--- src/design/tr_sync_pkg.sv ---
/*
 * frame-sync correlator shared definitions
 * timing and size constants, sample/sum/code types, lane control struct, FSM states
 */

package tr_sync_pkg;

    ////////////////////////////////////////
    // timing and sizes
    localparam int CLKS_PER_SAMPLE = 8;                             // 25 MHz samples on 200 MHz
    localparam int NUM_PHASES      = 5;                             // samples per chip
    localparam int CLKS_PER_CHIP   = CLKS_PER_SAMPLE * NUM_PHASES;
    localparam int CODE_LEN        = 32;                            // chips summed per lane
    localparam int NUM_ALIGN       = 2;                             // chip 0 and chip 1 starts
    localparam int NUM_LANES       = NUM_PHASES * NUM_ALIGN;
    localparam int SEARCH_CHIP     = 33;                            // peak search kicks off here
    localparam int END_CHIP        = 34;                            // run ends here

    ////////////////////////////////////////
    // data types
    typedef logic signed [15:0]         sample_t;
    typedef logic signed [31:0]         acc_t;
    typedef logic        [CODE_LEN-1:0] code_t;      // msb goes first
    typedef logic        [3:0]          lane_idx_t;

    // per-lane strobes from the sequencer
    typedef struct packed {
        logic clear;        // zero the sum
        logic sample_en;    // take data_in this cycle
        logic code_bit;     // 1 adds, 0 subtracts
    } lane_ctl_t;

    typedef enum logic {
        SEQ_IDLE,
        SEQ_RUN
    } seq_state_e;

    typedef enum logic {
        PICK_IDLE,
        PICK_SCAN
    } pick_state_e;

endpackage
--- src/design/tr_sync_top.sv ---
/*
 * frame-sync correlator top level
 * sequencer, ten correlation lanes, peak picker
 */

`timescale 1ns/100ps

module tr_sync_top
    import tr_sync_pkg::*;
(
    input  logic      logic_clk_in,
    input  logic      logic_rst_in,
    input  sample_t   data_in,            // held 8 clocks per sample
    input  logic      tr_syn_en,
    input  code_t     tr_syn_code,
    output lane_idx_t tr_position_out,
    output logic      tr_syn_finish_out
);

    lane_ctl_t lane_ctl [NUM_LANES];
    acc_t      lane_acc [NUM_LANES];
    logic      search_start;

    ////////////////////////////////////////
    // timing and code
    sync_sequencer u_seq (
        .logic_clk_in (logic_clk_in),
        .logic_rst_in (logic_rst_in),
        .tr_syn_en    (tr_syn_en),
        .tr_syn_code  (tr_syn_code),
        .lane_ctl     (lane_ctl),
        .search_start (search_start)
    );

    // lanes 0-4 chips 0-31, lanes 5-9 chips 1-32
    for (genvar i = 0; i < NUM_LANES; i++)
    begin : g_lane
        correlator_lane u_lane (
            .logic_clk_in (logic_clk_in),
            .logic_rst_in (logic_rst_in),
            .ctl          (lane_ctl[i]),
            .data_in      (data_in),
            .acc          (lane_acc[i])
        );
    end

    ////////////////////////////////////////
    // result
    peak_picker u_pick (
        .logic_clk_in      (logic_clk_in),
        .logic_rst_in      (logic_rst_in),
        .search_start      (search_start),
        .lane_acc          (lane_acc),
        .tr_position_out   (tr_position_out),
        .tr_syn_finish_out (tr_syn_finish_out)
    );

endmodule

--- src/design/peak_picker.sv ---
/*
 * peak search over the lane sums
 * one lane per clock, strict greater-than, position and finish registers
 */

`timescale 1ns/100ps

module peak_picker
    import tr_sync_pkg::*;
(
    input  logic      logic_clk_in,
    input  logic      logic_rst_in,
    input  logic      search_start,
    input  acc_t      lane_acc [NUM_LANES],
    output lane_idx_t tr_position_out,
    output logic      tr_syn_finish_out
);

    pick_state_e state;
    lane_idx_t   lane_cnt;      // lane under test, NUM_LANES means done
    acc_t        best_val;
    lane_idx_t   best_idx;
    logic        scan_done;

    assign scan_done = (lane_cnt == 4'(NUM_LANES));

    ////////////////////////////////////////
    // scan FSM and outputs
    always_ff @(posedge logic_clk_in)
    begin
        if (logic_rst_in)
        begin
            state             <= PICK_IDLE;
            lane_cnt          <= '0;
            tr_position_out   <= '0;
            tr_syn_finish_out <= 1'b0;
        end
        else
        begin
            tr_syn_finish_out <= 1'b0;
            case (state)
                PICK_IDLE:
                begin
                    lane_cnt <= '0;
                    if (search_start)
                        state <= PICK_SCAN;
                end
                PICK_SCAN:
                begin
                    if (scan_done)
                    begin
                        tr_position_out   <= best_idx;  // held until next run
                        tr_syn_finish_out <= 1'b1;
                        state             <= PICK_IDLE;
                    end
                    else
                        lane_cnt <= lane_cnt + 4'd1;
                end
                default: state <= PICK_IDLE;
            endcase
        end
    end

    // lane 0 seeds the best, later ties keep the lower lane
    always_ff @(posedge logic_clk_in)
    begin
        if ((state == PICK_SCAN) && !scan_done)
        begin
            if ((lane_cnt == 4'd0) || (lane_acc[lane_cnt] > best_val))
            begin
                best_val <= lane_acc[lane_cnt];
                best_idx <= lane_cnt;
            end
        end
    end

endmodule

--- src/design/correlator_lane.sv ---
/*
 * single correlation lane
 * signed add/subtract accumulator with clear
 */

`timescale 1ns/100ps

module correlator_lane
    import tr_sync_pkg::*;
(
    input  logic      logic_clk_in,
    input  logic      logic_rst_in,
    input  lane_ctl_t ctl,
    input  sample_t   data_in,
    output acc_t      acc
);

    acc_t sample_ext;

    assign sample_ext = acc_t'(data_in);    // sign extended to sum width

    ////////////////////////////////////////
    // bipolar accumulate
    always_ff @(posedge logic_clk_in)
    begin
        if (logic_rst_in)
        begin
            acc <= '0;
        end
        else if (ctl.clear)
        begin
            acc <= '0;                      // new run
        end
        else if (ctl.sample_en)
        begin
            if (ctl.code_bit)
                acc <= acc + sample_ext;    // chip +1
            else
                acc <= acc - sample_ext;    // chip -1
        end
    end

endmodule

--- src/design/sync_sequencer.sv ---
/*
 * run sequencer for the sync correlator
 * arming FSM, chip and clock counters, code shift registers, lane control decode
 */

`timescale 1ns/100ps

module sync_sequencer
    import tr_sync_pkg::*;
(
    input  logic      logic_clk_in,
    input  logic      logic_rst_in,
    input  logic      tr_syn_en,
    input  code_t     tr_syn_code,
    output lane_ctl_t lane_ctl [NUM_LANES],
    output logic      search_start
);

    seq_state_e           state;
    logic [5:0]           chip_cnt;       // 0..END_CHIP
    logic [5:0]           clk_cnt;        // 0..39 inside a chip
    code_t                code_sr [NUM_ALIGN];
    logic                 load;
    logic                 run;
    logic                 slot;
    logic [2:0]           phase;
    logic                 last_phase;
    logic [NUM_ALIGN-1:0] win;

    ////////////////////////////////////////
    // decode of the current position
    assign load       = (state == SEQ_IDLE) && tr_syn_en;
    assign run        = (state == SEQ_RUN);
    assign phase      = 3'(clk_cnt / 6'(CLKS_PER_SAMPLE));
    assign last_phase = (phase == 3'(NUM_PHASES - 1));

    // sample slots at counts 0, 8, 16, 24, 32
    assign slot = run && ((clk_cnt % 6'(CLKS_PER_SAMPLE)) == 6'd0);

    assign search_start = run && (chip_cnt == 6'(SEARCH_CHIP)) && (clk_cnt == 6'd0);

    // alignment a sums chips a .. a+31
    always_comb
    begin
        for (int a = 0; a < NUM_ALIGN; a++)
        begin
            win[a] = (chip_cnt >= 6'(a)) && (chip_cnt < 6'(a + CODE_LEN));
        end
    end

    ////////////////////////////////////////
    // run FSM and counters
    always_ff @(posedge logic_clk_in)
    begin
        if (logic_rst_in)
        begin
            state    <= SEQ_IDLE;
            chip_cnt <= '0;
            clk_cnt  <= '0;
        end
        else
        begin
            case (state)
                SEQ_IDLE:
                begin
                    chip_cnt <= '0;
                    clk_cnt  <= '0;
                    if (tr_syn_en)
                        state <= SEQ_RUN;
                end
                SEQ_RUN:
                begin
                    if ((chip_cnt == 6'(END_CHIP)) && (clk_cnt == 6'd0))
                        state <= SEQ_IDLE;      // enable is not looked at until here
                    else if (clk_cnt == 6'(CLKS_PER_CHIP - 1))
                    begin
                        clk_cnt  <= '0;
                        chip_cnt <= chip_cnt + 6'd1;
                    end
                    else
                        clk_cnt <= clk_cnt + 6'd1;
                end
                default: state <= SEQ_IDLE;
            endcase
        end
    end

    ////////////////////////////////////////
    // code registers, one per alignment
    always_ff @(posedge logic_clk_in)
    begin
        for (int a = 0; a < NUM_ALIGN; a++)
        begin
            if (load)
                code_sr[a] <= tr_syn_code;
            else if (slot && last_phase && win[a])
                code_sr[a] <= {code_sr[a][CODE_LEN-2:0], 1'b0};   // next chip after phase 4
        end
    end

    // lane i is phase i%5 of alignment i/5
    always_comb
    begin
        for (int i = 0; i < NUM_LANES; i++)
        begin
            lane_ctl[i].clear     = load;
            lane_ctl[i].sample_en = slot && (phase == 3'(i % NUM_PHASES))
                                    && win[i / NUM_PHASES];
            lane_ctl[i].code_bit  = code_sr[i / NUM_PHASES][CODE_LEN-1];
        end
    end

endmodule

--- config.mk ---
export PLATFORM = sky130hd
export DESIGN_NAME = tr_sync_top
export DESIGN_NICKNAME = d
export VERILOG_FILES = /design/src/design/tr_sync_pkg.sv /design/src/design/tr_sync_top.sv /design/src/design/peak_picker.sv /design/src/design/correlator_lane.sv /design/src/design/sync_sequencer.sv
export SDC_FILE = /design/constraint.sdc
export NUM_CORES = 2
export LEC_CHECK = 0
export BUFFER_PORTS_ARGS = -buffer_cell sky130_fd_sc_hd__buf_2
export CAP_MARGIN = 20
export CORE_ASPECT_RATIO = 0.5
export CORE_MARGIN = 5
export CORE_UTILIZATION = 50
export CTS_BUF_LIST = sky130_fd_sc_hd__clkbuf_8
export CTS_CLUSTER_SIZE = 12
export DETAILED_ROUTE_END_ITERATION = 16
export PLACE_DENSITY = 0.66
export SYNTH_ARGS = -nofsm -noshare
export SYNTH_HDL_FRONTEND = slang
export SYNTH_SLANG_ARGS = --single-unit
--- constraint.sdc ---
create_clock -name logic_clk_in -period 14.6 [get_ports logic_clk_in]
set_input_delay 1.46 -clock logic_clk_in [delete_from_list [all_inputs] [get_ports logic_clk_in]]
set_output_delay 1.46 -clock logic_clk_in [all_outputs]
set_load 0.02 [all_outputs]
==> metrics <==
outcome=completed; Pre-antenna DRT Iters=6; Max Cap Viol=0; Synth Net Count=approximately 4800; share of the synthesized area in the top cell type=around a fifth; Final Setup Violations=0; DR WL/cell=roughly 21 um; Worst slew margin=about a fifth; Die X-Extent=approximately 390 um; first-pass GRT wire length=roughly 170 mm; clk_skew=roughly 44 ps; YS warnings=0; commonest cells in the netlist=663 x nand2_1, 499 x a21oi_1, 353 x ha_1; crit-path leading delay family=simple AND/OR/NAND/NOR gates; non-filler cells, final=approximately 5300; Arrival @ worst endpoint=roughly 7000 ps; CTS H-Tree Depth=3; DR DRC count=0; actual slew at the worst max-slew pin=between 1000 and 1500 ps; Placer Congestion=roughly 0.95; Worst Path Buf+Inv=3; Pwr Density=78.4 nW/um2; minimum clock period=roughly 6300 ps; Fin. Hold Viols=0; clock slew at reported path FFs=~70 ps; RSZ-0062 raised after global routing=no; pin count of the biggest net entering global routing=between 150 and 200; placed instance count=between 5000 and 6000; cell with the most instances after synthesis=nand2_1; r2r setup slk=9280 ps; Placed Area=between 30000 and 40000 um2; Synth async-reset ratio=0%; worst-path maximum fanout=15; post-synth cell types=85; Post-CTS Resized=0; Starting Density=50.3%; Synth Flop Type=dfxtp_1; Post-synth EDFFs=between 90 and 100; final hold slack=470 ps; post-route cell area=around 38000 um2; Vias/cell=around 6.3; Std-Cell Rows=69; grt total ovfl=0; worst path cell trace=buf_2, nor3_1, nand2_1, or3_1, or3_1, nor3_2, inv_1, ha_1, mux2i_1, buf_4, ha_1, nand2_1, or3_1, a2111oi_2, o21ai_1, a21oi_1, a221oi_1, or4_1, nand3_1; I/O Buffers=55; Area contributors post-synth=dfxtp_1 19%, ha_1 12%, edfxtp_1 8.4%; Post-Synthesis Cells=approximately 4400; Mapped Area=about 36000 um2; setup repair bufs after CTS=0; maximum clock rate=around 160 MHz; Setup TNS=0 ps; Iter 0 DRT Violations=about 3600; P&R area growth vs syn=7.25%; post-synthesis register bit count=~440; vias in the first global route=slightly above 30000; Die ar.=76900 um2; sequential cell area fraction in the yosys report=27.7%; I/O pins=56; clk_lat worst skew=around 750 ps; Mean Syn Cell Area=8.14 um2; Worst Setup Start Kind=input port; Worst Hold Class=register to register; CTS Buffer Depth=3; fin crit share=a little over two fifths; VDD IR max=about 0.000060 V; Max stage delay on crit path=780 ps; core outline area=70700 um2; final core utilization=roughly 54%; initial antenna violation count=6; Antenna Nets Post-Route=0; final wirelength=roughly 110 mm; CP Capture Type=register; Critical-path top delay cell=nor3_2; WS Path Type=input port to register; layout cells sized above 1=under 10%; Max Slew Vio Count=0; TritonCTS clock tree=yes; P_leak=about 16 nW; Nets=about 4700; hpwl dp=82.4 mm; root buffer cell=clkbuf_8; Tot GR Track Use=between 20% and 30%; CP required=~15000 ps; critical path's most frequent cell=or3_1; DR vias=approximately 33000; count of hold-fix buffers inserted at cts=0; Num CTS Buffers=74; post-synth top area cell=dfxtp_1; CTS sink cnt=approximately 440; Die Ht=around 200 um
==> cell usage in the layout, fill, tap and decap left out, types with 38 or more instances in the layout <==
cell,Yosys,final
xor2_1,121,121
edfxtp_1,99,99
and3_1,38,38
a21oi_1,499,499
a31oi_1,38,38
o21ai_0,220,218
ha_1,353,353
nor2_1,246,238
a21o_1,191,191
inv_1,106,128
nand2_1,663,663
mux4_2,64,64
buf_2,1,56
buf_4,0,49
dfxtp_1,344,341
a211oi_1,75,75
clkbuf_8,0,92
nor3_1,69,66
o21bai_1,44,44
mux2i_1,87,87
nand4_1,61,61
nand3_1,149,149
xnor2_1,149,149
==> logic make-up (layout without fill, tap and decap cells) <==
logic type / Yosys count / after routing / synth area share, %
xor+xnor: 270 / 270 / 6.65
flops: 443 / 443 / 27.7
simple gates: 1419 / 1419 / 18.1
fa+ha+maj: 363 / 363 / 13.0
other cells: 0 / 5 / 0
buf+inv: 335 / 344 / 3.56
mux: 153 / 153 / 6.57
compound gates: 1384 / 1384 / 24.4
==> where the power goes <==
group          internal (mW)  switching [mW]
logic                  0.182           0.359
registers               1.27          0.0103
clock network          0.587           0.581
==> stage by stage <==
stage	setup WS, ps	power [mW]
after global placement	7520	1.82
final	8260	2.99
after floorplan	8710	1.68
after global routing	8010	3.11
after CTS	8260	2.99
after detailed placement	7500	1.83
==> metal layers <==
layer | wire length [um] | GRT usage [%] | vias to the layer above
met4 | 2080 | 6.79 | 0
met5 | 0 | 0 | -
met2 | 46500 | 42.2 | 1327
met1 | 53200 | 41.4 | 16000
li1 | - | - | 16000
met3 | 9760 | 4.86 | 159
==> tightest hold or removal path: stages (launching register included) <==
cell	delay, ps
dfxtp_1	310
nand2_1	60
mux2i_1	50
==> state kept, by name (all words and copies together) (netlist names) <==
| signal | flops |
|---|---|
| u_pick.state | 1 |
| u_seq.chip_cnt | 6 |
| u_pick.lane_cnt | 4 |
| u_seq.run | 1 |
| u_seq.clk_cnt | 6 |
| u_pick.best_idx | 4 |
| g_lane.u_lane.acc | 320 |
| u_pick.tr_position_out | 4 |
| u_pick.tr_syn_finish_out | 1 |
| u_pick.best_val | 32 |
| u_seq.code_sr | 64 |
==> path summary, 6_finish.rpt <==
check / depth (start not counted) / endpoint / from
max: 19 / g_lane[9].u_lane.acc[29]$_SDFFE_PP0P_ / data_in[0]
min: 2 / g_lane[3].u_lane.acc[31]$_SDFFE_PP0P_ / g_lane[3].u_lane.acc[31]$_SDFFE_PP0P_
min reg2reg: 2 / g_lane[3].u_lane.acc[31]$_SDFFE_PP0P_ / g_lane[3].u_lane.acc[31]$_SDFFE_PP0P_
max reg2reg: 15 / u_pick.best_val[23]$_DFFE_PP_ / u_pick.lane_cnt[0]$_SDFFE_PP0N_
==> final cells by class <==
class | instances | area, um2
flip-flops and latches | 443 | 9870
clock inverters | 38 | 204
multi-input cells | 3589 | 24500
fillers | 6584 | 32600
diodes | 5 | 12.5
clock buffers | 92 | 1270
repair buffers | 107 | 676
well taps | 958 | 1200
inverters | 107 | 402
Power figures use the tool's default switching activity.
